**config.mk**
```make
export PLATFORM = sky130hd
export DESIGN_NAME = clint_flat
export DESIGN_NICKNAME = d
export VERILOG_FILES = /design/src/rtl/soc_pkg.sv /design/src/rtl/periph_pkg.sv /design/src/rtl/mem_bus_if.sv /design/src/rtl/clint.sv /design/src/flat_wrapper.sv
export SDC_FILE = /design/constraint.sdc
export NUM_CORES = 1
export LEC_CHECK = 0
export BUFFER_PORTS_ARGS = -buffer_cell sky130_fd_sc_hd__buf_4
export CAP_MARGIN = 15
export CORE_ASPECT_RATIO = 1.5
export CORE_UTILIZATION = 40
export DETAILED_ROUTE_END_ITERATION = 8
export PLACE_DENSITY_LB_ADDON = 0.25
export SYNTH_ARGS = -nofsm -noshare
export SYNTH_HDL_FRONTEND = slang
export SYNTH_SLANG_ARGS = --single-unit
```
**constraint.sdc**
```tcl
create_clock -name clock -period 7.9 [get_ports clock]
set_input_delay 0.395 -clock clock [delete_from_list [all_inputs] [get_ports clock]]
set_output_delay 0.395 -clock clock [all_outputs]
set_load 0.01 [all_outputs]
```
**src/rtl/soc_pkg.sv**
```systemverilog
package soc_pkg;

  // ~~~~~~~~~~~~~~~~~~~~~~~~~~~~~~~~~~~~~~~~
  // bus word types
  // ~~~~~~~~~~~~~~~~~~~~~~~~~~~~~~~~~~~~~~~~

  typedef logic [31:0] word_t;
  typedef logic [3:0]  strb_t;

  // ~~~~~~~~~~~~~~~~~~~~~~~~~~~~~~~~~~~~~~~~
  // address map, top is exclusive
  // ~~~~~~~~~~~~~~~~~~~~~~~~~~~~~~~~~~~~~~~~

  localparam word_t bram_base_addr  = 32'h0000_0000;
  localparam word_t bram_top_addr   = 32'h0000_1000;

  localparam word_t clint_base_addr = 32'h0200_0000;
  localparam word_t clint_top_addr  = 32'h0201_0000;

  localparam word_t uart_base_addr  = 32'h1000_0000;
  localparam word_t uart_top_addr   = 32'h1000_0100;

  // 4 KiB of 32-bit words
  localparam int bram_words = 1024;

  // target of the current request
  typedef enum logic [1:0] {
    sel_none,
    sel_bram,
    sel_uart,
    sel_clint
  } slave_sel_t;

endpackage

```
**src/rtl/periph_pkg.sv**
```systemverilog
package periph_pkg;

  // low byte of the region-relative address
  typedef logic [7:0] reg_off_t;

  // uart registers
  localparam reg_off_t uart_txdata_off = 8'h00;
  localparam reg_off_t uart_status_off = 8'h04;
  localparam reg_off_t uart_rxdata_off = 8'h08;

  localparam int uart_tx_busy_bit  = 0;
  localparam int uart_rx_valid_bit = 1;

  // clint registers
  localparam reg_off_t clint_msip_off        = 8'h00;
  localparam reg_off_t clint_mtimecmp_lo_off = 8'h08;
  localparam reg_off_t clint_mtimecmp_hi_off = 8'h0C;
  localparam reg_off_t clint_mtime_lo_off    = 8'h10;
  localparam reg_off_t clint_mtime_hi_off    = 8'h14;

  // bit timing
  localparam int uart_clks_per_bit = 16;
  localparam int uart_cnt_w        = $clog2(uart_clks_per_bit);
  localparam logic [uart_cnt_w-1:0] uart_cnt_last = uart_cnt_w'(uart_clks_per_bit - 1);
  localparam logic [uart_cnt_w-1:0] uart_cnt_half = uart_cnt_w'(uart_clks_per_bit / 2 - 1);

  typedef enum logic [1:0] {uart_idle, uart_start, uart_data, uart_stop} uart_state_t;

endpackage

```
**src/rtl/mem_bus_if.sv**
```systemverilog
interface mem_bus_if import soc_pkg::*; ();

  logic  valid;
  logic  instr;
  word_t addr;
  word_t wdata;
  strb_t wstrb;
  word_t rdata;
  logic  ready;

  modport master (
    output valid, instr, addr, wdata, wstrb,
    input  rdata, ready
  );

  modport slave (
    input  valid, instr, addr, wdata, wstrb,
    output rdata, ready
  );

endinterface

```
**src/rtl/clint.sv**
```systemverilog
module clint import soc_pkg::*, periph_pkg::*; (
  input  logic     clock,
  input  logic     arst_n,
  mem_bus_if.slave bus,
  output logic     msip,
  output logic     mtip
);

  logic [63:0] mtime;
  logic [63:0] mtimecmp;
  reg_off_t    off;
  logic        access;
  logic        wr;
  logic        ready_q;
  word_t       rdata_q;

  function automatic word_t merge_bytes(word_t old, word_t data, strb_t strb);
    word_t res;
    res = old;
    for (int i = 0; i < 4; i++) begin
      if (strb[i]) begin
        res[8*i +: 8] = data[8*i +: 8];
      end
    end
    return res;
  endfunction

  assign off    = bus.addr[7:0];
  assign access = bus.valid && !ready_q;
  assign wr     = access && (bus.wstrb != '0);

  always_ff @(posedge clock or negedge arst_n) begin
    if (!arst_n) begin
      mtime    <= '0;
      mtimecmp <= '1;
      msip     <= 1'b0;
      mtip     <= 1'b0;
      ready_q  <= 1'b0;
    end else begin
      mtime   <= mtime + 64'd1;
      mtip    <= mtime >= mtimecmp;
      ready_q <= access;
      if (wr) begin
        case (off)
          clint_msip_off: begin
            if (bus.wstrb[0]) begin
              msip <= bus.wdata[0];
            end
          end
          clint_mtimecmp_lo_off:
            mtimecmp[31:0] <= merge_bytes(mtimecmp[31:0], bus.wdata, bus.wstrb);
          clint_mtimecmp_hi_off:
            mtimecmp[63:32] <= merge_bytes(mtimecmp[63:32], bus.wdata, bus.wstrb);
          default: ;
        endcase
      end
    end
  end

  // mtime reads as seen at the sampling edge
  always_ff @(posedge clock) begin
    if (access) begin
      case (off)
        clint_msip_off:        rdata_q <= {31'b0, msip};
        clint_mtimecmp_lo_off: rdata_q <= mtimecmp[31:0];
        clint_mtimecmp_hi_off: rdata_q <= mtimecmp[63:32];
        clint_mtime_lo_off:    rdata_q <= mtime[31:0];
        clint_mtime_hi_off:    rdata_q <= mtime[63:32];
        default:               rdata_q <= '0;
      endcase
    end
  end

  assign bus.rdata = rdata_q;
  assign bus.ready = ready_q;

  // registers are reached by word accesses only
  a_word_aligned: assert property (@(posedge clock) disable iff (!arst_n)
    bus.valid |-> bus.addr[1:0] == 2'b00);

endmodule

```
**src/flat_wrapper.sv**
```systemverilog
// flat-port wrapper written by rule: the top's interface ports become plain ports
module clint_flat import soc_pkg::*, periph_pkg::*;
  (clock, arst_n, msip, mtip, bus_valid, bus_instr, bus_addr, bus_wdata, bus_wstrb, bus_rdata, bus_ready);
  mem_bus_if bus_i ();
  input  logic clock;
  input  logic arst_n;
  output logic msip;
  output logic mtip;
  input wire logic [$bits(bus_i.valid)-1:0] bus_valid;
  input wire logic [$bits(bus_i.instr)-1:0] bus_instr;
  input wire logic [$bits(bus_i.addr)-1:0] bus_addr;
  input wire logic [$bits(bus_i.wdata)-1:0] bus_wdata;
  input wire logic [$bits(bus_i.wstrb)-1:0] bus_wstrb;
  output wire logic [$bits(bus_i.rdata)-1:0] bus_rdata;
  output wire logic [$bits(bus_i.ready)-1:0] bus_ready;
  assign bus_i.valid = bus_valid;
  assign bus_i.instr = bus_instr;
  assign bus_i.addr = bus_addr;
  assign bus_i.wdata = bus_wdata;
  assign bus_i.wstrb = bus_wstrb;
  assign bus_rdata = bus_i.rdata;
  assign bus_ready = bus_i.ready;
  clint u_core (.clock(clock), .arst_n(arst_n), .bus(bus_i), .msip(msip), .mtip(mtip));
endmodule
```
==> results.sh <==
export IMPL_status="completed"
export IMPL_async_reset_ff_frac=0.804
export IMPL_start_util=0.407
export IMPL_reg2reg_to="u_core.mtime[63]"
export IMPL_critPathRequiredTime_ps=8260
export IMPL_numClockSinks=163
export IMPL_synth_area_sq_um=8580
export IMPL_finalSetupTns_ps=0
export IMPL_area_growth_pct=17.2
export IMPL_clk_pin_slew_ps=60
export IMPL_regArea_sq_um=4320
export IMPL_hold_viol_final=0
export IMPL_synth_most_common_cell="nand2_1"
export IMPL_post_route_min_period_ps=2590
export IMPL_cts_root_buffer="clkbuf_16"
export IMPL_synth_distinct_cells=45
export IMPL_cts_max_path_buffers=2
export IMPL_ys_seq_area_frac=0.503
export IMPL_power_density_nw_per_um2=177
export IMPL_portBuffers=81
export IMPL_fillerInstances=1974
export IMPL_drive_above_1_share=0.253
export IMPL_synth_commonest_cells="nand2_1, inv_1, dfrtp_1"
export IMPL_rrSetupSlack_ps=5310
export IMPL_wl_per_cell_um=17.3
export IMPL_wl_um=20300
export IMPL_grtUsageTotal=0.199
export IMPL_critPathLaunchType="flip-flop"
export IMPL_cts_setup_buffers=0
export IMPL_finalCritPeriodShare=0.328
export IMPL_die_area_sq_um=22100
export IMPL_dieHeight_um=181
export IMPL_fmax_mhz=386
export IMPL_hpwlAfterDp_um=14800
export IMPL_hp_class="input port to async pin"
export IMPL_grt_antenna_before_repair=0
export IMPL_arrival_ps=2950
export IMPL_fp_dieW_um=122
export IMPL_cp_max_fo=15
export IMPL_cp_end_kind="flip-flop"
export IMPL_yosys_top_cells_area="dfstp_2, dfrtp_1, edfxtp_1"
export IMPL_setup_viol=0
export IMPL_place_congestion=0.827
export IMPL_remaining_drc_errors=0
export IMPL_cts_hold_buf=0
export IMPL_rows=65
export IMPL_synth_top_area_cell="dfstp_2"
export IMPL_layout_nets=1024
export IMPL_tightest_slew_ps=919
export IMPL_synth_top_area_share=0.196
export IMPL_grt_pass1_vias=6499
export IMPL_cts_tree="built"
export IMPL_rsz0062_at_grt="false"
export IMPL_multi_input_area_sq_um=3920
export IMPL_reg2reg_depth=6
export IMPL_htree_levels=4
export IMPL_io_pins=107
export IMPL_synthFlopType="dfrtp_1"
export IMPL_ys_warn_count=0
export IMPL_num_vias=6259
export IMPL_worstReg2RegStart="u_core.mtime[11]"
export IMPL_leakagePower_uw=0.00483
export IMPL_cts_resized_gates=0
export IMPL_n_antenna_cell=0
export IMPL_gr_total_overflow=0
export IMPL_synthCells=808
export IMPL_grt_pass1_wl_um=33400
export IMPL_syn_mean_instance_area_sq_um=10.6
export IMPL_vias_per_cell=5.36
export IMPL_drt_iter0_drc=445
export IMPL_ir_worst_vdd_mv=0.143
export IMPL_worst_setup_path_type="flip-flop to flip-flop"
export IMPL_synth_edf_count=32
export IMPL_max_slew_margin=0.387
export IMPL_drt_pass1_iter_count=8
export IMPL_finalClockSkew_ps=8.69
export IMPL_drv_cap=0
export IMPL_maxSlewViolCount=0
export IMPL_synthesis_nets=945
export IMPL_core_area_sq_um=21100
export IMPL_grt_max_degree=71
export IMPL_cts_buffers=17
export IMPL_p_total_uw=1780
export IMPL_ant_nets=0
export IMPL_insertion_delay_ps=430
export IMPL_ys_ff_latch=163
state kept, by name, summed over array words and instances, names as in the netlist:
signal            flops
u_core.bus.rdata     32
u_core.bus.ready      1
u_core.msip           1
u_core.mtime         64
u_core.mtimecmp      64
u_core.mtip           1
metal layers:
layer / share of wire / track usage / wire length, um
met2: 0.56 / 0.366 / 11300
met3: 0.024 / 0.0302 / 479
met4: 0.028 / 0.0914 / 573
met5: 0 / 0 / 0
met1: 0.39 / 0.220 / 7920
worst max-delay path by stage:
stage | from | to | depth (start not counted) | slack [ps]
3_3_place_gp | bus_addr[5] | u_core.mtimecmp[0] | 8 | 5150
3_5_place_dp | bus_addr[5] | u_core.mtimecmp[13] | 8 | 5120
4_1_cts | u_core.mtime[11] | u_core.mtime[63] | 6 | 5260
6_report | u_core.mtime[11] | u_core.mtime[63] | 6 | 5310
2_1_floorplan | u_core.bus.ready | u_core.mtimecmp[0] | 4 | 5350
5_1_grt | u_core.mtime[11] | u_core.mtime[63] | 6 | 5050
cells in the final DEF, fill, tap and decap left out, types with 12 or more instances in the layout:
cell type  netlist  routed
a21o_1          12      12
a21oi_1         25      25
a222oi_1        31      31
and3_1          18      18
buf_4            1      87
clkbuf_16        0      19
dfrtp_1         67      67
dfstp_2         64      64
edfxtp_1        32      32
ha_1            65      65
inv_1           69      69
mux2_2          34      34
nand2_1        128     128
nand3_1         36      36
nand4_1         32      32
nor2_1          16      16
o21ai_0         39      39
xnor2_1         46      46
xor2_1          16      16
cell type report:
class	count	share of cell area
Inverter	69	0.0257
Multi-Input combinational cell	549	0.390
Timing Repair Buffer	87	0.0649
Tap cell	268	0.0333
Clock inverter	13	0.00957
Sequential cell	163	0.429
Clock buffer	19	0.0473
kinds of logic after synthesis:
group           count (synthesis)  share of synthesized area
flops                         163                      0.503
mux                            34                     0.0446
xor+xnor                       62                     0.0633
fa+ha+maj                      65                     0.0948
buf+inv                        96                     0.0436
compound gates                118                     0.0940
simple gates                  270                      0.156
through the flow:
stage	area, sq um	util	setup slack (ps)	std cells	hold WS (ps)
final	10100	0.478	5310	1168	35.8
after global routing	10100	0.478	5050	1168	124
after CTS	10100	0.478	5260	1168	75.2
after detailed placement	9490	0.451	5120	1136	510
after global placement	9490	0.451	5150	1136	503
after floorplan	8580	-	5350	808	99.4
worst max-delay path, cell delays in order (launching register included):
cell and delay (ps):
dfrtp_1 490, nand4_2 220, nor4_4 500, and4_1 640, nand2_1 170, nor3_1 310
xor2_1 180
report_power, final:
group	switching, uW	leakage (uW)	internal, uW	total, uW
logic	52.5	0.00265	40.3	92.8
registers	7.71	0.00190	883	890
clock network	357	0.000277	442	799
No activity file was read; power rests on OpenSTA's default activity.
