File: src/rtl/soc_pkg.sv
package soc_pkg;

  // ~~~~~~~~~~~~~~~~~~~~~~~~~~~~~~~~~~~~~~~~
  // bus word types
  // ~~~~~~~~~~~~~~~~~~~~~~~~~~~~~~~~~~~~~~~~

  typedef logic [31:0] word_t;
  typedef logic [3:0]  strb_t;

  // ~~~~~~~~~~~~~~~~~~~~~~~~~~~~~~~~~~~~~~~~
  // address map, top is exclusive
  // ~~~~~~~~~~~~~~~~~~~~~~~~~~~~~~~~~~~~~~~~

  localparam word_t bram_base_addr  = 32'h0000_0000;
  localparam word_t bram_top_addr   = 32'h0000_1000;

  localparam word_t clint_base_addr = 32'h0200_0000;
  localparam word_t clint_top_addr  = 32'h0201_0000;

  localparam word_t uart_base_addr  = 32'h1000_0000;
  localparam word_t uart_top_addr   = 32'h1000_0100;

  // 4 KiB of 32-bit words
  localparam int bram_words = 1024;

  // target of the current request
  typedef enum logic [1:0] {
    sel_none,
    sel_bram,
    sel_uart,
    sel_clint
  } slave_sel_t;

endpackage

File: src/rtl/periph_pkg.sv
package periph_pkg;

  // low byte of the region-relative address
  typedef logic [7:0] reg_off_t;

  // uart registers
  localparam reg_off_t uart_txdata_off = 8'h00;
  localparam reg_off_t uart_status_off = 8'h04;
  localparam reg_off_t uart_rxdata_off = 8'h08;

  localparam int uart_tx_busy_bit  = 0;
  localparam int uart_rx_valid_bit = 1;

  // clint registers
  localparam reg_off_t clint_msip_off        = 8'h00;
  localparam reg_off_t clint_mtimecmp_lo_off = 8'h08;
  localparam reg_off_t clint_mtimecmp_hi_off = 8'h0C;
  localparam reg_off_t clint_mtime_lo_off    = 8'h10;
  localparam reg_off_t clint_mtime_hi_off    = 8'h14;

  // bit timing
  localparam int uart_clks_per_bit = 16;
  localparam int uart_cnt_w        = $clog2(uart_clks_per_bit);
  localparam logic [uart_cnt_w-1:0] uart_cnt_last = uart_cnt_w'(uart_clks_per_bit - 1);
  localparam logic [uart_cnt_w-1:0] uart_cnt_half = uart_cnt_w'(uart_clks_per_bit / 2 - 1);

  typedef enum logic [1:0] {uart_idle, uart_start, uart_data, uart_stop} uart_state_t;

endpackage

File: src/rtl/mem_bus_if.sv
interface mem_bus_if import soc_pkg::*; ();

  logic  valid;
  logic  instr;
  word_t addr;
  word_t wdata;
  strb_t wstrb;
  word_t rdata;
  logic  ready;

  modport master (
    output valid, instr, addr, wdata, wstrb,
    input  rdata, ready
  );

  modport slave (
    input  valid, instr, addr, wdata, wstrb,
    output rdata, ready
  );

endinterface

File: src/rtl/uart.sv
module uart import soc_pkg::*, periph_pkg::*; (
  input  logic     clock,
  input  logic     arst_n,
  mem_bus_if.slave bus,
  input  logic     rx,
  output logic     tx
);

  reg_off_t off;
  logic     wr_req;
  logic     tx_busy;
  logic     access;
  logic     tx_load;
  logic     rx_clear;
  logic     ready_q;
  word_t    rdata_q;

  uart_state_t           tx_state;
  logic [uart_cnt_w-1:0] tx_cnt;
  logic [2:0]            tx_bit;
  logic [7:0]            tx_shift;

  uart_state_t           rx_state;
  logic [uart_cnt_w-1:0] rx_cnt;
  logic [2:0]            rx_bit;
  logic [7:0]            rx_shift;
  logic [7:0]            rx_data;
  logic                  rx_valid;
  logic                  rx_meta;
  logic                  rx_s;

  // ~~~~~~~~~~~~~~~~~~~~~~~~~~~~~~~~~~~~~~~~
  // register block
  // ~~~~~~~~~~~~~~~~~~~~~~~~~~~~~~~~~~~~~~~~

  assign off     = bus.addr[7:0];
  assign wr_req  = bus.wstrb != '0;
  assign tx_busy = tx_state != uart_idle;

  // txdata writes wait here while a frame is on the line
  assign access   = bus.valid && !ready_q && !(wr_req && off == uart_txdata_off && tx_busy);
  assign tx_load  = access && wr_req && (off == uart_txdata_off);
  assign rx_clear = access && !wr_req && (off == uart_rxdata_off);

  always_ff @(posedge clock) begin
    if (access) begin
      rdata_q <= '0;
      if (off == uart_status_off) begin
        rdata_q[uart_tx_busy_bit]  <= tx_busy;
        rdata_q[uart_rx_valid_bit] <= rx_valid;
      end else if (off == uart_rxdata_off) begin
        rdata_q[7:0] <= rx_data;
      end
    end
  end

  always_ff @(posedge clock or negedge arst_n) begin
    if (!arst_n) begin
      ready_q <= 1'b0;
    end else begin
      ready_q <= access;
    end
  end

  assign bus.rdata = rdata_q;
  assign bus.ready = ready_q;

  // ~~~~~~~~~~~~~~~~~~~~~~~~~~~~~~~~~~~~~~~~
  // lsb-first transmitter
  // ~~~~~~~~~~~~~~~~~~~~~~~~~~~~~~~~~~~~~~~~

  always_ff @(posedge clock or negedge arst_n) begin
    if (!arst_n) begin
      tx_state <= uart_idle;
      tx_cnt   <= '0;
      tx_bit   <= '0;
    end else if (tx_state == uart_idle) begin
      tx_cnt <= '0;
      tx_bit <= '0;
      if (tx_load) begin
        tx_state <= uart_start;
      end
    end else if (tx_cnt != uart_cnt_last) begin
      tx_cnt <= tx_cnt + 1'b1;
    end else begin
      tx_cnt <= '0;
      case (tx_state)
        uart_start: tx_state <= uart_data;
        uart_data: begin
          tx_bit <= tx_bit + 1'b1;
          if (tx_bit == 3'd7) begin
            tx_state <= uart_stop;
          end
        end
        default: tx_state <= uart_idle;
      endcase
    end
  end

  always_ff @(posedge clock) begin
    if (tx_load) begin
      tx_shift <= bus.wdata[7:0];
    end else if (tx_state == uart_data && tx_cnt == uart_cnt_last) begin
      tx_shift <= {1'b1, tx_shift[7:1]};
    end
  end

  always_comb begin
    case (tx_state)
      uart_start: tx = 1'b0;
      uart_data:  tx = tx_shift[0];
      default:    tx = 1'b1;
    endcase
  end

  // ~~~~~~~~~~~~~~~~~~~~~~~~~~~~~~~~~~~~~~~~
  // receiver
  // ~~~~~~~~~~~~~~~~~~~~~~~~~~~~~~~~~~~~~~~~

  always_ff @(posedge clock or negedge arst_n) begin
    if (!arst_n) begin
      rx_meta  <= 1'b1;
      rx_s     <= 1'b1;
      rx_state <= uart_idle;
      rx_cnt   <= '0;
      rx_bit   <= '0;
      rx_valid <= 1'b0;
    end else begin
      rx_meta <= rx;
      rx_s    <= rx_meta;
      if (rx_clear) begin
        rx_valid <= 1'b0;
      end
      case (rx_state)
        uart_idle: begin
          rx_cnt <= '0;
          rx_bit <= '0;
          if (!rx_s) begin
            rx_state <= uart_start;
          end
        end
        uart_start: begin
          rx_cnt <= rx_cnt + 1'b1;
          // a glitch at mid start bit sends us back
          if (rx_cnt == uart_cnt_half) begin
            rx_cnt   <= '0;
            rx_state <= rx_s ? uart_idle : uart_data;
          end
        end
        uart_data: begin
          rx_cnt <= rx_cnt + 1'b1;
          if (rx_cnt == uart_cnt_last) begin
            rx_bit <= rx_bit + 1'b1;
            if (rx_bit == 3'd7) begin
              rx_state <= uart_stop;
            end
          end
        end
        default: begin
          rx_cnt <= rx_cnt + 1'b1;
          if (rx_cnt == uart_cnt_last) begin
            rx_state <= uart_idle;
            if (rx_s) begin
              rx_valid <= 1'b1;
            end
          end
        end
      endcase
    end
  end

  always_ff @(posedge clock) begin
    if (rx_state == uart_data && rx_cnt == uart_cnt_last) begin
      rx_shift <= {rx_s, rx_shift[7:1]};
    end
    if (rx_state == uart_stop && rx_cnt == uart_cnt_last && rx_s) begin
      rx_data <= rx_shift;
    end
  end

  // a held-off txdata write stays on the bus until ready
  a_tx_write_held: assert property (@(posedge clock) disable iff (!arst_n)
    bus.valid && wr_req && (off == uart_txdata_off) && !bus.ready
    |=> bus.ready || (bus.valid && $stable(bus.wdata)));

endmodule

File: src/flat_wrapper.sv
// flat-port wrapper written by rule: the top's interface ports become plain ports
module uart_flat import soc_pkg::*, periph_pkg::*;
  (clock, arst_n, rx, tx, bus_valid, bus_instr, bus_addr, bus_wdata, bus_wstrb, bus_rdata, bus_ready);
  mem_bus_if bus_i ();
  input  logic clock;
  input  logic arst_n;
  input  logic rx;
  output logic tx;
  input wire logic [$bits(bus_i.valid)-1:0] bus_valid;
  input wire logic [$bits(bus_i.instr)-1:0] bus_instr;
  input wire logic [$bits(bus_i.addr)-1:0] bus_addr;
  input wire logic [$bits(bus_i.wdata)-1:0] bus_wdata;
  input wire logic [$bits(bus_i.wstrb)-1:0] bus_wstrb;
  output wire logic [$bits(bus_i.rdata)-1:0] bus_rdata;
  output wire logic [$bits(bus_i.ready)-1:0] bus_ready;
  assign bus_i.valid = bus_valid;
  assign bus_i.instr = bus_instr;
  assign bus_i.addr = bus_addr;
  assign bus_i.wdata = bus_wdata;
  assign bus_i.wstrb = bus_wstrb;
  assign bus_rdata = bus_i.rdata;
  assign bus_ready = bus_i.ready;
  uart u_core (.clock(clock), .arst_n(arst_n), .bus(bus_i), .rx(rx), .tx(tx));
endmodule
File: config.mk
export PLATFORM = sky130hd
export DESIGN_NAME = uart_flat
export DESIGN_NICKNAME = d
export VERILOG_FILES = /design/src/rtl/soc_pkg.sv /design/src/rtl/periph_pkg.sv /design/src/rtl/mem_bus_if.sv /design/src/rtl/uart.sv /design/src/flat_wrapper.sv
export SDC_FILE = /design/constraint.sdc
export NUM_CORES = 1
export LEC_CHECK = 0
export ABC_AREA = 0
export BUFFER_PORTS_ARGS = -buffer_cell sky130_fd_sc_hd__buf_2
export CAP_MARGIN = 40
export CORE_ASPECT_RATIO = 2
export CORE_MARGIN = 3
export CORE_UTILIZATION = 43
export CTS_CLUSTER_SIZE = 24
export DETAILED_ROUTE_END_ITERATION = 10
export PLACE_DENSITY = 0.8
export RECOVER_POWER = 100
export SETUP_SLACK_MARGIN = 0.02
export SLEW_MARGIN = 20
export SYNTH_ARGS = -nofsm -noshare
export SYNTH_HDL_FRONTEND = slang
export SYNTH_SLANG_ARGS = --single-unit
export TNS_END_PERCENT = 10
File: constraint.sdc
create_clock -name clock -period 3.5 [get_ports clock]
set_input_delay 0.35 -clock clock [delete_from_list [all_inputs] [get_ports clock]]
set_output_delay 0.35 -clock clock [all_outputs]
set_load 0.005 [all_outputs]
==> results of run 1 <==
## metrics by stage
| step | area, um^2 | hold WS [ps] |
|---|---|---|
| finish | 2660 | 129 |
| global route | 2660 | 110 |
| CTS | 2700 | 0.340 |
| detailed placement | 2610 | 346 |
| global placement | 2600 | 336 |
| floorplan | 2560 | 54.4 |
## sequential cells by signal (all words and copies together), names as in the netlist
name	count
u_core.bus.ready	1
u_core.bus.rdata	8
u_core.rx_shift	8
u_core.rx_cnt	4
u_core.rx_meta	1
u_core.rx_s	1
u_core.tx_shift	8
u_core.tx_bit	3
u_core.rx_valid	1
u_core.rx_bit	3
u_core.tx_cnt	4
u_core.tx_state	2
u_core.rx_data	8
u_core.rx_state	2
## worst register-to-register path, cell delays in order (launching register included)
cell	delay (ps)
dfrtp_1	410
inv_1	120
ha_1	420
and4bb_2	280
nand4_1	410
nand2_1	470
## synth_stat cells
library cell and count:
edfxtp_1 32, buf_4 24, dfrtp_1 20, nor2_1 15
ha_1 10, a21oi_1 8, mux2_2 8, and2_1 7
nand2_1 7, a22o_1 5, inv_1 5, nand3_1 5
a31oi_1 3, and3_1 3, nor2b_1 3, a21o_1 2
clkbuf_1 2, dfstp_2 2, mux2i_1 2, nand3b_1 2
nor3_1 2, o21ai_0 2, xnor2_1 2, xor2_1 2
a22oi_1 1, a311oi_1 1, and2_2 1, and4bb_2 1
buf_2 1, buf_6 1, conb_1 1, mux2_4 1
nand2b_1 1, nand4_2 1, nand4b_1 1, nor4_4 1
o21ai_2 1, or2_2 1, or4_4 1
## area by class of cell
cell class	instances	share of cell area, %
sequential	54	56.9
multi-input combinational	124	30.2
timing repair buffer	34	5.98
tap	60	2.82
clock buffer	5	2.59
clock inverter	3	0.753
inverter	5	0.706
## power breakdown
group / switching [mW] / internal [mW]
clock network: 0.197 / 0.141
registers: 0.0714 / 0.737
logic: 0.0873 / 0.0991
total: 0.356 / 0.977
## path summary, 6_finish.rpt
check	startpoint	endpoint	slack (ps)	depth (start not counted)
min in group asynchronous	arst_n	u_core.rx_state[0]$_DFFE_PN0P_	250	1
max in group asynchronous	arst_n	u_core.tx_bit[1]$_DFFE_PN0P_	2550	1
min reg2reg	u_core.rx_meta$_DFF_PN1_	u_core.rx_s$_DFF_PN1_	370	0
max reg2reg	u_core.tx_state[0]$_DFFE_PN0P_	u_core.tx_shift[4]$_DFFE_PP_	1060	5
max	u_core.tx_state[0]$_DFFE_PN0P_	u_core.tx_shift[4]$_DFFE_PP_	1060	5
min	rx	u_core.rx_meta$_DFF_PN1_	130	1
## per-layer routing
metal	wire length [um]	track usage, %	part of all wire, %
met3	229	2.04	6.3
met4	91	6.66	2.5
met5	0	0	0
met1	1390	11.8	38
met2	1940	19.8	53
## kinds of logic (layout without fill, tap and decap cells)
group	after synthesis	in the layout
AO/OA/AOI/OAI	23	23
XOR/XNOR	4	4
other	1	24
multiplexers	11	11
buffers and inverters	33	47
AND/OR/NAND/NOR	52	52
adder cells (fa/ha/maj)	10	10
flip-flops	54	54
==> results_dict.tcl, run 1 <==
set metrics [dict create \
    dpl.cell_count 277 \
    worstSetupPathType "reg2reg" \
    path_cells "inv_1 > ha_1 > and4bb_2 > nand4_1 > nand2_1" \
    start_util_pct 44.9 \
    finalNonFillerCells 285 \
    synthCells 188 \
    rows 38 \
    cp.buffers_inverters 1 \
    postSynthAreaPerCell_um2 13.2 \
    cp.arrival_ps 2410 \
    hold_viol_final 0 \
    register_area_um2 1510 \
    grt_max_degree 23 \
    rsz0062_at_grt "no" \
    synth_top_area_share_pct 38.8 \
    period_share_pct 69.7 \
    finalPower_mw 1.33 \
    p_leak_nw 1.10 \
    synth_top_family_by_area "simple AND/OR/NAND/NOR gates" \
    cp_top_family "simple AND/OR/NAND/NOR gates" \
    cts_root_buf "clkbuf_8" \
    clock_latency_ps 310 \
    layout.nets 307 \
    cts_tree "built" \
    outcome "finished clean" \
    grt_pass1_wl_mm 5.72 \
    cts_hold_repair.buffers 0 \
    wl_mm 3.65 \
    dieWidth_um 59.7 \
    slew_viol_final 0 \
    die-area_um2 6770 \
    cts_resized 0 \
    crit_path_max_fanout 11 \
    cts_sinks 54 \
    ys_top_cells_by_area "edfxtp_1, dfrtp_1, buf_4" \
    power_density_nw_per_um2 501 \
    synthMuxAreaShare_pct 5.05 \
    synthXorXnorAreaFrac_pct 1.41 \
    worstPathRequired_ps 3470 \
    cpPeakStageDelay_ps 470 \
    yosys.area_share.adder_pct 5.05 \
    seq_area_frac_synth_pct 61.1 \
    fin_crit_ps 2440 \
    globalRouteTotalUtil_pct 11.2 \
    htree_levels 2 \
    finalSetupViolCount 0 \
    postCtsSetupRepairBufs 0 \
    die-height_um 113 \
    wl_per_cell_um 12.8 \
    synthSimpleGateAreaFrac_pct 12.1 \
    post-route-drc-count 0 \
    synth_compound_area_share_pct 6.16 \
    finalSetupTns_ps 0 \
    area_delta_synth_final_pct 7.27 \
    place.gp.congestion 0.754 \
    synth_top_area_cell "edfxtp_1" \
    multiInputGateArea_um2 803 \
    hp-class "in2reg" \
    port_buffers 33 \
    yosysWarnings 0 \
    detail-route-antenna-nets 0 \
    layout_commonest_cell "edfxtp_1" \
    critPathLaunchType "flop" \
    tightest_slew_ps 1170 \
    mostFrequentLayoutCells "edfxtp_1, buf_2, conb_1, dfrtp_1, nor2_1" \
    firstDrtPassIters 4 \
    via_per_inst 4.98 \
    coreArea_um2 5520 \
    max_freq_mhz 410 \
    antenna_found_initial 0 \
    detailedPlace.worstSlack_ps 1190 \
    clockBufferDepth 2 \
    utilization_pct 48.2 \
    max-slew-margin-rel_pct 21.9 \
    ios 107 \
    critPathSlowestCell "nand2_1" \
    hpwl_mm 2.78 \
    endpoint_kind "flop" \
    drtIter0Drc 24 \
    drv.max_cap_violation_count 0 \
    ys_types 39 \
    max-vdd-ir-drop_v 0.000349 \
    num_antenna_cells 0 \
    synth-seq-cells 54 \
    drive_gt1_share_pct 20.4 \
    vias 1419 \
    grt_pass1_vias 1312 \
    fin_ws_ps 1060 \
    syn-cell-area_um2 2480 \
    cts_buffers 5 \
    fill_cells 493 \
    clk_pin_slew_ps 90 \
    clock_skew_ps 5.49 \
    grt_overflow 0 \
]
No activity file was read; power rests on OpenSTA's default activity.
==> run 2, diff against run 1 <==
Settings changed: ABC_AREA 0 to 1.
Clock period 3.5 ns to 2.5 ns, I/O delays scaled along.
==> run 2 against run 1 <==
Combinational power grew to 2.8 times the previous value. Maximum frequency grew 24%. Via count is 9.3% higher. Critical endpoint is now u_core.tx_shift[6]$_DFFE_PP_. Sequential share of layout area decreased by 1.7 points. Final cell count increased by 19%. Sequential power increased by 46%. Synthesized area grew 0.56%. Critical path depth down 1.
==> results_dict.tcl, run 2 <==
set metrics [dict create \
    dpl.cell_count 329 \
    rows 38 \
    endpoint_kind "flop" \
    port_buffers 33 \
    clock_skew_ps 5.63 \
    worstReg2RegStart "u_core.tx_state[0]$_DFFE_PN0P_" \
    ys_top_cells_by_area "edfxtp_1, dfrtp_1, nand2_1" \
    cts_root_buf "clkbuf_8" \
    crit_path_max_fanout 10 \
    cts_tree "built" \
    clockBufferDepth 2 \
    grt_overflow 0 \
    mostFrequentLayoutCells "nand2_1, edfxtp_1, inv_1, nor2_1, buf_2" \
    power.switching_mw 0.702 \
    tightest_slew_ps 1180 \
    wl_mm 3.66 \
    start_util_pct 45.2 \
    detail-route-antenna-nets 0 \
    r2r-end "u_core.tx_shift[6]$_DFFE_PP_" \
    hp-class "in2reg" \
    grt_pass1_vias 1513 \
    layout.nets 360 \
    htree_levels 2 \
    postCtsSetupRepairBufs 0 \
    postSynthAreaPerCell_um2 10.6 \
    antenna_found_initial 0 \
    synth_top_area_cell "edfxtp_1" \
    post-route-drc-count 0 \
    rsz0062_at_grt "no" \
    finalSetupTns_ps 0 \
    wl_per_cell_um 10.8 \
    synth_top_area_share_pct 38.6 \
    syn-cell-area_um2 2490 \
    die-height_um 114 \
    async_flop_share_pct 40.7 \
    hpwl_mm 2.84 \
    num_antenna_cells 0 \
    synth_edf_count 32 \
    worstSetupStartpoint "u_core.tx_state[0]$_DFFE_PN0P_" \
    cts_buffers 5 \
    outcome "finished clean" \
    rrSetupSlack_ps 540 \
    firstDrtPassIters 4 \
    die-area_um2 6800 \
    finalSetupViolCount 0 \
    path_cells "inv_1 > ha_1 > nand3_1 > nand2_1" \
    rr_worst_depth 4 \
    globalRouteTotalUtil_pct 12.0 \
    ys_types 31 \
    ios 107 \
    synthCells 236 \
    dieWidth_um 59.8 \
    p_leak_nw 1.31 \
    drtIter0Drc 32 \
    finalNonFillerCells 338 \
    drive_gt1_share_pct 15.1 \
    cts_sinks 54 \
    power_density_nw_per_um2 836 \
    area_delta_synth_final_pct 9.99 \
    place.gp.congestion 0.776 \
    coreArea_um2 5520 \
    yosys.cell_count.top_type "nand2_1" \
    combPwrFrac_pct 22.8 \
    internal_power_mw 1.59 \
    synth_flop_cell "edfxtp_1" \
    p_seq_share_pct 51.3 \
    max-slew-margin-rel_pct 21.3 \
    slew_viol_final 0 \
    period_share_pct 78.5 \
    max_freq_mhz 510 \
    critPathLaunchType "flop" \
    grt_max_degree 23 \
    fin_crit_ps 1960 \
    layout_commonest_cell "nand2_1" \
    worstPathRequired_ps 2480 \
    crit_end "u_core.tx_shift[6]$_DFFE_PP_" \
    cp.arrival_ps 1940 \
    drv.max_cap_violation_count 0 \
    hold_viol_final 0 \
    critPathSlowestCell "nand2_1" \
    clock_latency_ps 310 \
    cpPeakStageDelay_ps 420 \
    grt_pass1_wl_mm 6.13 \
    max-vdd-ir-drop_v 0.000609 \
    pwr-share-clk_pct 25.9 \
    yosysWarnings 0 \
    switching_share_pct 30.6 \
    worstSetupPathType "reg2reg" \
    via_per_inst 4.59 \
    clk_pin_slew_ps 90 \
    finalPower_mw 2.29 \
    vias 1551 \
    ys_top_cells_by_count "nand2_1, edfxtp_1, inv_1, nor2_1, buf_4" \
    seq_area_frac_synth_pct 60.7 \
    synth-seq-cells 54 \
]
## run 2: worst min-delay path by stage
| stage | start | endpoint | slack [ps] | cells past startpoint |
|---|---|---|---|---|
| after global placement | arst_n | u_core.tx_state[0]$_DFFE_PN0P_ | 240 | 1 |
| final | rx | u_core.rx_meta$_DFF_PN1_ | 30 | 1 |
| after global routing | rx | u_core.rx_meta$_DFF_PN1_ | 10 | 1 |
| after floorplan | arst_n | u_core.bus.ready$_DFF_PN0_ | -50 | 0 |
| after CTS | rx | u_core.rx_meta$_DFF_PN1_ | 10 | 1 |
| after detailed placement | arst_n | u_core.tx_state[0]$_DFFE_PN0P_ | 250 | 1 |
## run 2: stage by stage
step | util, % | setup WS [ps] | hold slack [ps] | instance area (um^2)
4_1_cts | 50.3 | 600 | 13.5 | 2780
2_1_floorplan | - | 509 | -45.6 | 2580
3_5_place_dp | 48.0 | 605 | 246 | 2650
5_1_grt | 49.7 | 381 | 11.3 | 2740
6_report | 49.7 | 538 | 30.8 | 2740
3_3_place_gp | 48.0 | 632 | 243 | 2650
## run 2: kinds of logic after synthesis
group,after synthesis,share of synthesized area [%]
AO/OA/AOI/OAI,13,3.31
XOR/XNOR,5,1.76
adder cells (fa/ha/maj),10,5.02
buffers and inverters,56,12.1
flip-flops,54,60.7
other,1,0.150
AND/OR/NAND/NOR,97,16.9
## run 2: what timing repair did
item | in CTS | in global routing
gates resized for setup | 0 | 0
endpoints found under the hold margin | 20 | 0
hold buffers | 1 | 0
## run 2: layer usage
metal	track usage, %	routed length, um	part of all wire, %	up-vias
li1	-	-	-	791
met1	11.7	1420	39	707
met2	21.2	1900	52	46
met3	3.28	248	6.8	7
met4	6.95	97	2.6	0
met5	0	0	0	-
## run 2: area by class of cell
type	count	area, um^2
clock inverters	3	48.8
inverters	31	118
multi-input cells	149	744
fillers	488	2770
repair buffers	36	173
well taps	60	75.1
clock buffers	5	68.8
flip-flops and latches	54	1510
## run 2: critical path, delay by kind of cell (launching register included)
kind,cells,cell delay [ps]
adders and majority gates,1,330
buffers and inverters,1,110
and+or+nand+nor,2,790
DFF,1,410
## run 2: power groups by stage
stage               registers, mW  logic [mW]  clock network [mW]
global route                 1.20       0.629               0.648
finish                       1.18       0.521               0.594
global placement             1.19       0.518                   0
CTS                          1.18       0.548               0.620
floorplan                    1.18       0.430                   0
detailed placement           1.20       0.540                   0
