File: src/rtl/soc_pkg.sv
package soc_pkg;

  // ~~~~~~~~~~~~~~~~~~~~~~~~~~~~~~~~~~~~~~~~
  // bus word types
  // ~~~~~~~~~~~~~~~~~~~~~~~~~~~~~~~~~~~~~~~~

  typedef logic [31:0] word_t;
  typedef logic [3:0]  strb_t;

  // ~~~~~~~~~~~~~~~~~~~~~~~~~~~~~~~~~~~~~~~~
  // address map, top is exclusive
  // ~~~~~~~~~~~~~~~~~~~~~~~~~~~~~~~~~~~~~~~~

  localparam word_t bram_base_addr  = 32'h0000_0000;
  localparam word_t bram_top_addr   = 32'h0000_1000;

  localparam word_t clint_base_addr = 32'h0200_0000;
  localparam word_t clint_top_addr  = 32'h0201_0000;

  localparam word_t uart_base_addr  = 32'h1000_0000;
  localparam word_t uart_top_addr   = 32'h1000_0100;

  // 4 KiB of 32-bit words
  localparam int bram_words = 1024;

  // target of the current request
  typedef enum logic [1:0] {
    sel_none,
    sel_bram,
    sel_uart,
    sel_clint
  } slave_sel_t;

endpackage

File: src/rtl/mem_bus_if.sv
interface mem_bus_if import soc_pkg::*; ();

  logic  valid;
  logic  instr;
  word_t addr;
  word_t wdata;
  strb_t wstrb;
  word_t rdata;
  logic  ready;

  modport master (
    output valid, instr, addr, wdata, wstrb,
    input  rdata, ready
  );

  modport slave (
    input  valid, instr, addr, wdata, wstrb,
    output rdata, ready
  );

endinterface

File: src/rtl/bus_decoder.sv
module bus_decoder import soc_pkg::*; (
  input logic       clock,
  input logic       arst_n,
  mem_bus_if.slave  cpu,
  mem_bus_if.master bram_bus,
  mem_bus_if.master uart_bus,
  mem_bus_if.master clint_bus
);

  slave_sel_t sel;
  word_t      base_addr;
  word_t      local_addr;
  logic       unmapped_ready;

  function automatic logic in_region(word_t addr, word_t base, word_t top);
    return (addr >= base) && (addr < top);
  endfunction

  // ~~~~~~~~~~~~~~~~~~~~~~~~~~~~~~~~~~~~~~~~
  // address decode
  // ~~~~~~~~~~~~~~~~~~~~~~~~~~~~~~~~~~~~~~~~

  always_comb begin
    sel       = sel_none;
    base_addr = '0;
    if (in_region(cpu.addr, clint_base_addr, clint_top_addr)) begin
      sel       = sel_clint;
      base_addr = clint_base_addr;
    end else if (in_region(cpu.addr, uart_base_addr, uart_top_addr)) begin
      sel       = sel_uart;
      base_addr = uart_base_addr;
    end else if (in_region(cpu.addr, bram_base_addr, bram_top_addr)) begin
      sel       = sel_bram;
      base_addr = bram_base_addr;
    end
  end

  assign local_addr = cpu.addr - base_addr;

  assign bram_bus.valid  = cpu.valid && (sel == sel_bram);
  assign uart_bus.valid  = cpu.valid && (sel == sel_uart);
  assign clint_bus.valid = cpu.valid && (sel == sel_clint);

  // request fields fan out to every slave
  assign bram_bus.instr  = cpu.instr;
  assign bram_bus.addr   = local_addr;
  assign bram_bus.wdata  = cpu.wdata;
  assign bram_bus.wstrb  = cpu.wstrb;
  assign uart_bus.instr  = cpu.instr;
  assign uart_bus.addr   = local_addr;
  assign uart_bus.wdata  = cpu.wdata;
  assign uart_bus.wstrb  = cpu.wstrb;
  assign clint_bus.instr = cpu.instr;
  assign clint_bus.addr  = local_addr;
  assign clint_bus.wdata = cpu.wdata;
  assign clint_bus.wstrb = cpu.wstrb;

  // one late ready for each unmapped request
  always_ff @(posedge clock or negedge arst_n) begin
    if (!arst_n) begin
      unmapped_ready <= 1'b0;
    end else begin
      unmapped_ready <= cpu.valid && (sel == sel_none) && !unmapped_ready;
    end
  end

  // ~~~~~~~~~~~~~~~~~~~~~~~~~~~~~~~~~~~~~~~~
  // response mux
  // ~~~~~~~~~~~~~~~~~~~~~~~~~~~~~~~~~~~~~~~~

  always_comb begin
    case (sel)
      sel_bram: begin
        cpu.rdata = bram_bus.rdata;
        cpu.ready = bram_bus.ready;
      end
      sel_uart: begin
        cpu.rdata = uart_bus.rdata;
        cpu.ready = uart_bus.ready;
      end
      sel_clint: begin
        cpu.rdata = clint_bus.rdata;
        cpu.ready = clint_bus.ready;
      end
      default: begin
        cpu.rdata = '0;
        cpu.ready = unmapped_ready;
      end
    endcase
  end

  // upstream ready stays a one-cycle pulse
  a_ready_pulse: assert property (@(posedge clock) disable iff (!arst_n)
    cpu.ready |=> !cpu.ready);

endmodule

File: src/flat_wrapper.sv
// flat-port wrapper written by rule: the top's interface ports become plain ports
module bus_decoder_flat import soc_pkg::*;
  (clock, arst_n, cpu_valid, cpu_instr, cpu_addr, cpu_wdata, cpu_wstrb, cpu_rdata, cpu_ready, bram_bus_valid, bram_bus_instr, bram_bus_addr, bram_bus_wdata, bram_bus_wstrb, bram_bus_rdata, bram_bus_ready, uart_bus_valid, uart_bus_instr, uart_bus_addr, uart_bus_wdata, uart_bus_wstrb, uart_bus_rdata, uart_bus_ready, clint_bus_valid, clint_bus_instr, clint_bus_addr, clint_bus_wdata, clint_bus_wstrb, clint_bus_rdata, clint_bus_ready);
  mem_bus_if cpu_i ();
  mem_bus_if bram_bus_i ();
  mem_bus_if uart_bus_i ();
  mem_bus_if clint_bus_i ();
  input logic clock;
  input logic arst_n;
  input wire logic [$bits(cpu_i.valid)-1:0] cpu_valid;
  input wire logic [$bits(cpu_i.instr)-1:0] cpu_instr;
  input wire logic [$bits(cpu_i.addr)-1:0] cpu_addr;
  input wire logic [$bits(cpu_i.wdata)-1:0] cpu_wdata;
  input wire logic [$bits(cpu_i.wstrb)-1:0] cpu_wstrb;
  output wire logic [$bits(cpu_i.rdata)-1:0] cpu_rdata;
  output wire logic [$bits(cpu_i.ready)-1:0] cpu_ready;
  output wire logic [$bits(bram_bus_i.valid)-1:0] bram_bus_valid;
  output wire logic [$bits(bram_bus_i.instr)-1:0] bram_bus_instr;
  output wire logic [$bits(bram_bus_i.addr)-1:0] bram_bus_addr;
  output wire logic [$bits(bram_bus_i.wdata)-1:0] bram_bus_wdata;
  output wire logic [$bits(bram_bus_i.wstrb)-1:0] bram_bus_wstrb;
  input wire logic [$bits(bram_bus_i.rdata)-1:0] bram_bus_rdata;
  input wire logic [$bits(bram_bus_i.ready)-1:0] bram_bus_ready;
  output wire logic [$bits(uart_bus_i.valid)-1:0] uart_bus_valid;
  output wire logic [$bits(uart_bus_i.instr)-1:0] uart_bus_instr;
  output wire logic [$bits(uart_bus_i.addr)-1:0] uart_bus_addr;
  output wire logic [$bits(uart_bus_i.wdata)-1:0] uart_bus_wdata;
  output wire logic [$bits(uart_bus_i.wstrb)-1:0] uart_bus_wstrb;
  input wire logic [$bits(uart_bus_i.rdata)-1:0] uart_bus_rdata;
  input wire logic [$bits(uart_bus_i.ready)-1:0] uart_bus_ready;
  output wire logic [$bits(clint_bus_i.valid)-1:0] clint_bus_valid;
  output wire logic [$bits(clint_bus_i.instr)-1:0] clint_bus_instr;
  output wire logic [$bits(clint_bus_i.addr)-1:0] clint_bus_addr;
  output wire logic [$bits(clint_bus_i.wdata)-1:0] clint_bus_wdata;
  output wire logic [$bits(clint_bus_i.wstrb)-1:0] clint_bus_wstrb;
  input wire logic [$bits(clint_bus_i.rdata)-1:0] clint_bus_rdata;
  input wire logic [$bits(clint_bus_i.ready)-1:0] clint_bus_ready;
  assign cpu_i.valid = cpu_valid;
  assign cpu_i.instr = cpu_instr;
  assign cpu_i.addr = cpu_addr;
  assign cpu_i.wdata = cpu_wdata;
  assign cpu_i.wstrb = cpu_wstrb;
  assign cpu_rdata = cpu_i.rdata;
  assign cpu_ready = cpu_i.ready;
  assign bram_bus_valid = bram_bus_i.valid;
  assign bram_bus_instr = bram_bus_i.instr;
  assign bram_bus_addr = bram_bus_i.addr;
  assign bram_bus_wdata = bram_bus_i.wdata;
  assign bram_bus_wstrb = bram_bus_i.wstrb;
  assign bram_bus_i.rdata = bram_bus_rdata;
  assign bram_bus_i.ready = bram_bus_ready;
  assign uart_bus_valid = uart_bus_i.valid;
  assign uart_bus_instr = uart_bus_i.instr;
  assign uart_bus_addr = uart_bus_i.addr;
  assign uart_bus_wdata = uart_bus_i.wdata;
  assign uart_bus_wstrb = uart_bus_i.wstrb;
  assign uart_bus_i.rdata = uart_bus_rdata;
  assign uart_bus_i.ready = uart_bus_ready;
  assign clint_bus_valid = clint_bus_i.valid;
  assign clint_bus_instr = clint_bus_i.instr;
  assign clint_bus_addr = clint_bus_i.addr;
  assign clint_bus_wdata = clint_bus_i.wdata;
  assign clint_bus_wstrb = clint_bus_i.wstrb;
  assign clint_bus_i.rdata = clint_bus_rdata;
  assign clint_bus_i.ready = clint_bus_ready;
  bus_decoder u_core (.clock(clock), .arst_n(arst_n), .cpu(cpu_i), .bram_bus(bram_bus_i), .uart_bus(uart_bus_i), .clint_bus(clint_bus_i));
endmodule
File: config.mk
export PLATFORM = sky130hd
export DESIGN_NAME = bus_decoder_flat
export DESIGN_NICKNAME = d
export VERILOG_FILES = /design/src/rtl/soc_pkg.sv /design/src/rtl/mem_bus_if.sv /design/src/rtl/bus_decoder.sv /design/src/flat_wrapper.sv
export SDC_FILE = /design/constraint.sdc
export NUM_CORES = 1
export LEC_CHECK = 0
export BUFFER_PORTS_ARGS = -buffer_cell sky130_fd_sc_hd__buf_2
export CAP_MARGIN = 10
export CELL_PAD_IN_SITES_DETAIL_PLACEMENT = 0
export CELL_PAD_IN_SITES_GLOBAL_PLACEMENT = 1
export CORE_AREA = 2 2 162 164
export CTS_CLUSTER_DIAMETER = 200
export DETAILED_ROUTE_END_ITERATION = 8
export DIE_AREA = 0 0 164 166
export GPL_ROUTABILITY_DRIVEN = 0
export PLACE_DENSITY = 0.57
export SLEW_MARGIN = 10
export SYNTH_ARGS = -nofsm -noshare
export SYNTH_HDL_FRONTEND = slang
export SYNTH_SLANG_ARGS = --single-unit
File: constraint.sdc
create_clock -name clock -period 6.1 [get_ports clock]
set_clock_uncertainty 0.1 [all_clocks]
set_input_delay 1.22 -clock clock [delete_from_list [all_inputs] [get_ports clock]]
set_output_delay 1.22 -clock clock [all_outputs]
set_load 0.02 [all_outputs]
==> results of run 1 <==
-- final cells by class --
cell class,instances,share of cell area [%]
timing repair buffer,237,49.4
multi-input combinational,68,26.6
sequential,1,1.03
inverter,37,5.73
tap,335,17.3
-- power groups by stage --
stage                     Sequential [W]  Clock, W  Combinational [W]
final                         0.00000788         0           0.000121
after global routing          0.00000810         0           0.000129
after CTS                     0.00000810         0           0.000122
after detailed placement      0.00000810         0           0.000122
after global placement        0.00000805         0           0.000122
after floorplan               0.00000738         0           0.000210
-- cells in the mapped netlist (all sizes together) --
master,count,area share [%]
a211oi,1,0.32
a21oi,1,0.21
a222oi,32,13
a22oi,1,0.32
and2,3,0.79
buf,209,66
dfrtp,1,1.1
ha,3,1.6
inv,37,5.8
mux2i,1,0.42
nand2,5,1.0
nand2b,1,0.26
nand3,1,0.42
nor2,3,0.47
nor3,1,0.21
nor4,7,4.5
o22a,1,0.42
o31ai,2,0.84
xnor2,1,0.37
xor2,4,1.5
-- per-stage QoR --
stage / cell area (um^2) / util, % / total power, W
floorplan: 2380 / - / 0.000217
global placement: 2420 / 9.46 / 0.000130
detailed placement: 2420 / 9.46 / 0.000130
CTS: 2420 / 9.46 / 0.000130
global route: 2420 / 9.46 / 0.000137
finish: 2420 / 9.46 / 0.000129
-- final timing paths --
kind | cells past startpoint | to | from
setup / recovery | 10 | clint_bus_addr[31] | cpu_addr[12]
max in group asynchronous | 1 | u_core.unmapped_ready$_DFF_PN0_ | arst_n
setup reg to reg | 1 | u_core.unmapped_ready$_DFF_PN0_ | u_core.unmapped_ready$_DFF_PN0_
hold / removal | 1 | u_core.unmapped_ready$_DFF_PN0_ | u_core.unmapped_ready$_DFF_PN0_
min in group asynchronous | 1 | u_core.unmapped_ready$_DFF_PN0_ | arst_n
hold reg to reg | 1 | u_core.unmapped_ready$_DFF_PN0_ | u_core.unmapped_ready$_DFF_PN0_
-- per-layer routing --
| layer | GRT usage (%) | up-vias |
|---|---|---|
| li1 | - | 917 |
| met4 | 3.05 | 0 |
| met3 | 1.50 | 55 |
| met1 | 6.16 | 880 |
| met5 | 0 | - |
| met2 | 8.93 | 167 |
-- cells by family (layout without fill, tap and decap cells) --
logic type | count (synthesis) | after routing | synth area share, %
buf+inv | 246 | 274 | 71.9
compound gates | 38 | 38 | 15.6
simple gates | 21 | 21 | 7.68
xor+xnor | 5 | 5 | 1.84
fa+ha+maj | 3 | 3 | 1.58
mux | 1 | 1 | 0.421
flops | 1 | 1 | 1.05
==> results.sh, run 1 <==
export IMPL_place_ws_ps=1280
export IMPL_setup_viol=0
export IMPL_setup_slack_ps=1390
export IMPL_clock_fmax_mhz=212
export IMPL_pwr_share_comb_pct=93.9
export IMPL_num_rows=59
export IMPL_n_antenna_cell=0
export IMPL_avgSynthCellArea_um2=7.55
export IMPL_layout_nets=519
export IMPL_drive_gt1_share_pct=72.3
export IMPL_syn_nets=489
export IMPL_fin_crit_sh_pct=77.2
export IMPL_die_w_um=164
export IMPL_worstPathMaxFanout=4
export IMPL_ys_seq_elements=1
export IMPL_arrival_ps=3390
export IMPL_cellInternalPower_w=0.0000577
export IMPL_die_height_um=166
export IMPL_regArea_um2=25.0
export IMPL_remaining_drc_errors=0
export IMPL_totalWireLength_um=8500
export IMPL_r2r_slack_ps=5310
export IMPL_top_layer_used="met4"
export IMPL_cp_slowest_cell="nor4_2"
export IMPL_leakage_nw=1.51
export IMPL_path_cells="buf_2 > nor4_2 > nand2_2 > nor4_4 > inv_1 > ha_1 > a21oi_1 > nand2_1 > xnor2_1 > buf_2"
export IMPL_grtUsageTotal_pct=5.38
export IMPL_fin_crit_ps=4710
export IMPL_slew_viol_final=0
export IMPL_ys_seq_area_share_pct=1.05
export IMPL_status="complete, no violations"
export IMPL_ios=414
export IMPL_min_path_type="reg2reg"
export IMPL_cts_resized=0
export IMPL_critPathRequiredTime_ps=4780
export IMPL_final_common_cell="buf_2"
export IMPL_switching_power_w=0.0000712
export IMPL_largest_register_ffs=1
export IMPL_grt_overflow=0
export IMPL_clkPwrFrac_pct=0
export IMPL_instances_no_fill=678
export IMPL_worstSetupPathType="in2out"
export IMPL_dp_hpwl_um=7180
export IMPL_fillers=3014
export IMPL_synthDistinctLibCells=26
export IMPL_multi_input_area_um2=644
export IMPL_tightest_slew_ps=486
export IMPL_syn_inst=315
export IMPL_design_die_area_um2=27200
export IMPL_reg_largest_list="u_core.unmapped_ready (1)"
export IMPL_powerDensity_nw_per_um2=53.2
export IMPL_wl_met1_um=3060
export IMPL_port_buffers=233
export IMPL_postCtsSetupRepairBufs=0
export IMPL_clk_pin_slew_ps=0
export IMPL_crit_buf_inv=3
export IMPL_wl_per_cell_um=12.5
export IMPL_synth_warnings=0
export IMPL_mostFrequentLayoutCells="buf_2 (233), inv_1 (37), a222oi_1 (32)"
export IMPL_ir_drop_mv=0.0279
export IMPL_grt_pass1_wl_um=11100
export IMPL_maxCapViolations=0
export IMPL_hold_buffers=0
export IMPL_drtIter0Drc=124
export IMPL_vias=2019
export IMPL_area_growth_pct=1.89
export IMPL_core_area_um2=25600
export IMPL_dr_pass1_iters=7
export IMPL_share_seq_of_total_power_pct=6.1
export IMPL_critPathLaunchType="primary input"
export IMPL_crit_path_max_incr_delay_ps=410
export IMPL_antenna_found_initial=0
export IMPL_initial_core_util_pct=9.29
export IMPL_rsz0062_at_grt="no"
export IMPL_p_sw_share_pct=55.3
export IMPL_largest_register="u_core.unmapped_ready"
export IMPL_fin_setup_tns_ps=0
export IMPL_cp_end_kind="primary output"
export IMPL_hold_viol=0
export IMPL_grt_start_max_net_pins=36
export IMPL_viasPerCell=2.98
export IMPL_crit_top_cell="buf_2"
export IMPL_crit_family="simple AND/OR/NAND/NOR gates"
export IMPL_clk_latency_ps=0
export IMPL_dp_cells=678
export IMPL_wl_met3_um=1080
export IMPL_met2_length_um=3880
export IMPL_synth_area_um2=2380
export IMPL_maxSlewHeadroom_pct=67.6
export IMPL_first_global_vias=1775
export IMPL_whs_ps=428
export IMPL_ant_nets=0
Power figures use the tool's default switching activity.
==> run 2, diff against run 1 <==
--- a/config.mk
+++ b/config.mk
@@ -5,6 +5,7 @@
 export SDC_FILE = /design/constraint.sdc
 export NUM_CORES = 1
 export LEC_CHECK = 0
+export ABC_AREA = 1
 export BUFFER_PORTS_ARGS = -buffer_cell sky130_fd_sc_hd__buf_2
 export CAP_MARGIN = 10
 export CELL_PAD_IN_SITES_DETAIL_PLACEMENT = 0
@@ -14,7 +15,7 @@
 export DETAILED_ROUTE_END_ITERATION = 8
 export DIE_AREA = 0 0 164 166
 export GPL_ROUTABILITY_DRIVEN = 0
-export PLACE_DENSITY = 0.57
+export PLACE_DENSITY = 0.61
 export SLEW_MARGIN = 10
 export SYNTH_ARGS = -nofsm -noshare
 export SYNTH_HDL_FRONTEND = slang
==> constraint.sdc (replaced) <==
create_clock -name clock -period 4.43 [get_ports clock]
set_clock_uncertainty 0.1 [all_clocks]
set_input_delay 0.886 -clock clock [delete_from_list [all_inputs] [get_ports clock]]
set_output_delay 0.886 -clock clock [all_outputs]
set_load 0.02 [all_outputs]
==> run 2 against run 1 <==
Effect of this change: flip-flop and latch count did not move; critical path depth rose by 1; final area rose by 17%; synthesized area rose by 19%; global-route usage rose by 1.6 points; via count rose by 30%; core utilization rose by 1.6 points; first-iteration DRC count fell by 44%; combinational power rose by 52%; setup slack got worse by 890 ps; cell count rose by 24%; critical endpoint is now bram_bus_addr[31]; largest cell class unchanged.
==> results.sh, run 2 <==
export IMPL_tightest_slew_ps=625
export IMPL_critPathRequiredTime_ps=3440
export IMPL_cts_resized=0
export IMPL_die_height_um=166
export IMPL_cellInternalPower_w=0.0000853
export IMPL_largest_register="u_core.unmapped_ready"
export IMPL_viasPerCell=3.14
export IMPL_clk_latency_ps=0
export IMPL_setup_viol=0
export IMPL_synth_edf_count=0
export IMPL_largest_register_ffs=1
export IMPL_postCtsSetupRepairBufs=0
export IMPL_port_buffers=233
export IMPL_fin_setup_tns_ps=0
export IMPL_arrival_ps=2950
export IMPL_regArea_um2=25.0
export IMPL_syn_nets=654
export IMPL_clk_pin_slew_ps=0
export IMPL_critPathLaunchType="primary input"
export IMPL_cp_slowest_cell="xnor2_1"
export IMPL_fin_crit_sh_pct=88.7
export IMPL_ys_top_cells_by_count="buf_4 (200), nand2_1 (88), nor2_1 (86), inv_1 (33), nand4_1 (22)"
export IMPL_mostFrequentLayoutCells="buf_2 (233), nand2_1 (88), nor2_1 (86)"
export IMPL_startpoint="cpu_addr[20]"
export IMPL_fillers=3038
export IMPL_crit_path_end="bram_bus_addr[31]"
export IMPL_worstSetupPathType="in2out"
export IMPL_r2r_start="u_core.unmapped_ready$_DFF_PN0_"
export IMPL_r2r_cells=1
export IMPL_crit_buf_inv=3
export IMPL_path_cells="buf_2 > nor2_1 > nand2_1 > nor2_4 > buf_4 > nand3_4 > ha_1 > o21ai_0 > nand3_1 > xnor2_1 > buf_2"
export IMPL_crit_family="simple AND/OR/NAND/NOR gates"
export IMPL_synth_top_family_by_area="buffers and inverters"
export IMPL_num_rows=59
export IMPL_maxCapViolations=0
export IMPL_crit_cells=11
export IMPL_synth_compound_area_share_pct=0.177
export IMPL_ant_nets=0
export IMPL_synth_top_area_share_pct=53.2
export IMPL_wl_per_cell_um=12.5
export IMPL_synthDistinctLibCells=22
export IMPL_synth_largest_area_cell="buf_4"
export IMPL_rr_endpoint="u_core.unmapped_ready$_DFF_PN0_"
export IMPL_grt_pass1_wl_um=14600
export IMPL_dp_cells=838
export IMPL_clkPwrFrac_pct=0
export IMPL_antenna_found_initial=0
export IMPL_synth_most_common_cell="buf_4"
export IMPL_synthSimpleGateAreaFrac_pct=34.1
export IMPL_design_die_area_um2=27200
export IMPL_powerDensity_nw_per_um2=68.5
export IMPL_n_antenna_cell=0
export IMPL_totalWireLength_um=10500
export IMPL_dr_pass1_iters=4
export IMPL_ir_drop_mv=0.0336
export IMPL_dp_hpwl_um=8600
export IMPL_ys_seq_elements=1
export IMPL_layout_nets=679
export IMPL_synth_ff_type="dfrtp_1"
export IMPL_maxSlewHeadroom_pct=58.2
export IMPL_first_global_vias=2469
export IMPL_drive_gt1_share_pct=49.9
export IMPL_drtIter0Drc=69
export IMPL_final_common_cell="buf_2"
export IMPL_crit_path_max_incr_delay_ps=380
export IMPL_hold_buffers=0
export IMPL_vias=2628
export IMPL_min_path_type="reg2reg"
export IMPL_synth_xor_area_share_pct=1.55
export IMPL_instances_no_fill=838
export IMPL_crit_top_cell="buf_2"
export IMPL_syn_inst=480
export IMPL_synth_mux_area_share_pct=0
export IMPL_slew_viol_final=0
export IMPL_cp_end_kind="primary output"
export IMPL_grtUsageTotal_pct=7.01
export IMPL_worstPathMaxFanout=9
export IMPL_share_seq_of_total_power_pct=5.3
export IMPL_synth_area_um2=2820
export IMPL_synth_warnings=0
export IMPL_multi_input_area_um2=1050
export IMPL_fin_crit_ps=3930
export IMPL_grt_start_max_net_pins=34
export IMPL_hold_viol=0
export IMPL_reg_largest_list="u_core.unmapped_ready (1)"
export IMPL_pwr_share_comb_pct=94.7
export IMPL_avgSynthCellArea_um2=5.88
export IMPL_leakage_nw=1.74
export IMPL_ys_seq_area_share_pct=0.887
export IMPL_clock_fmax_mhz=254
export IMPL_power_w=0.000194
export IMPL_rsz0062_at_grt="no"
export IMPL_switching_power_w=0.000108
export IMPL_initial_core_util_pct=11.0
export IMPL_ios=414
export IMPL_ys_async_sr_fraction_pct=100
export IMPL_synth_adder_area_share_pct=1.33
export IMPL_netlist_top_cells_area="buf_4 (53%), nand2_1 (12%), nor2_1 (11%), nand4_1 (4.9%), inv_1 (4.4%)"
export IMPL_core_area_um2=25600
export IMPL_grt_overflow=0
export IMPL_r2r_slack_ps=3710
export IMPL_die_w_um=164
export IMPL_area_growth_pct=0.310
export IMPL_remaining_drc_errors=0
export IMPL_p_sw_share_pct=56.0
export IMPL_status="complete, no violations"
[run 2: cell types whose count changed after synthesis, sizes merged, moves of 2 or more]
cell    change
and2        -3
buf         +6
nand2      +86
inv         -3
nor2       +88
nand4      +22
nor4        -7
o31ai       -2
nand3      +14
a222oi     -32
[run 2: power by group through the flow]
stage	clock network, W	logic [W]	registers [W]
after floorplan	0	0.000303	0.0000102
after global placement	0	0.000186	0.0000102
after detailed placement	0	0.000185	0.0000102
after CTS	0	0.000186	0.0000102
after global routing	0	0.000201	0.0000103
final	0	0.000184	0.0000102
[run 2: per-layer routing]
metal	vias to the layer above	share of wire, %	wire length, um	global-route usage (%)
li1	1307	-	-	-
met1	1128	44	4570	9.33
met2	163	45	4670	11.1
met3	30	10	1070	2.25
met4	0	1.8	184	1.30
met5	-	0	0	0
[run 2: final cells by class]
cell class | instances | share of cell area (%)
repair buffers | 238 | 42.5
multi-input cells | 229 | 37.1
well taps | 335 | 14.8
inverters | 35 | 4.69
flip-flops and latches | 1 | 0.884
[run 2: logic make-up after synthesis]
kind of cell,count (synthesis)
and+or+nand+nor,220
DFF,1
buffers and inverters,250
AOI/OAI and AO/OA,1
xor gates and xnor gates,5
adders and majority gates,3
[run 2: worst min path at each step]
stage	startpoint	endpoint	slack, ps	depth (start not counted)
floorplan	u_core.unmapped_ready$_DFF_PN0_	u_core.unmapped_ready$_DFF_PN0_	310	1
global placement	u_core.unmapped_ready$_DFF_PN0_	u_core.unmapped_ready$_DFF_PN0_	330	1
detailed placement	u_core.unmapped_ready$_DFF_PN0_	u_core.unmapped_ready$_DFF_PN0_	330	1
CTS	u_core.unmapped_ready$_DFF_PN0_	u_core.unmapped_ready$_DFF_PN0_	330	1
global route	u_core.unmapped_ready$_DFF_PN0_	u_core.unmapped_ready$_DFF_PN0_	360	1
finish	u_core.unmapped_ready$_DFF_PN0_	u_core.unmapped_ready$_DFF_PN0_	320	1
[run 2: per-stage QoR]
stage               hold WS (ps)  setup slack, ps  cell area (um^2)  utilization (%)
floorplan                    311              438              2820                -
finish                       325              498              2830             11.0
global route                 361              229              2830             11.0
global placement             329              411              2830             11.0
CTS                          328              400              2830             11.0
detailed placement           326              407              2830             11.0
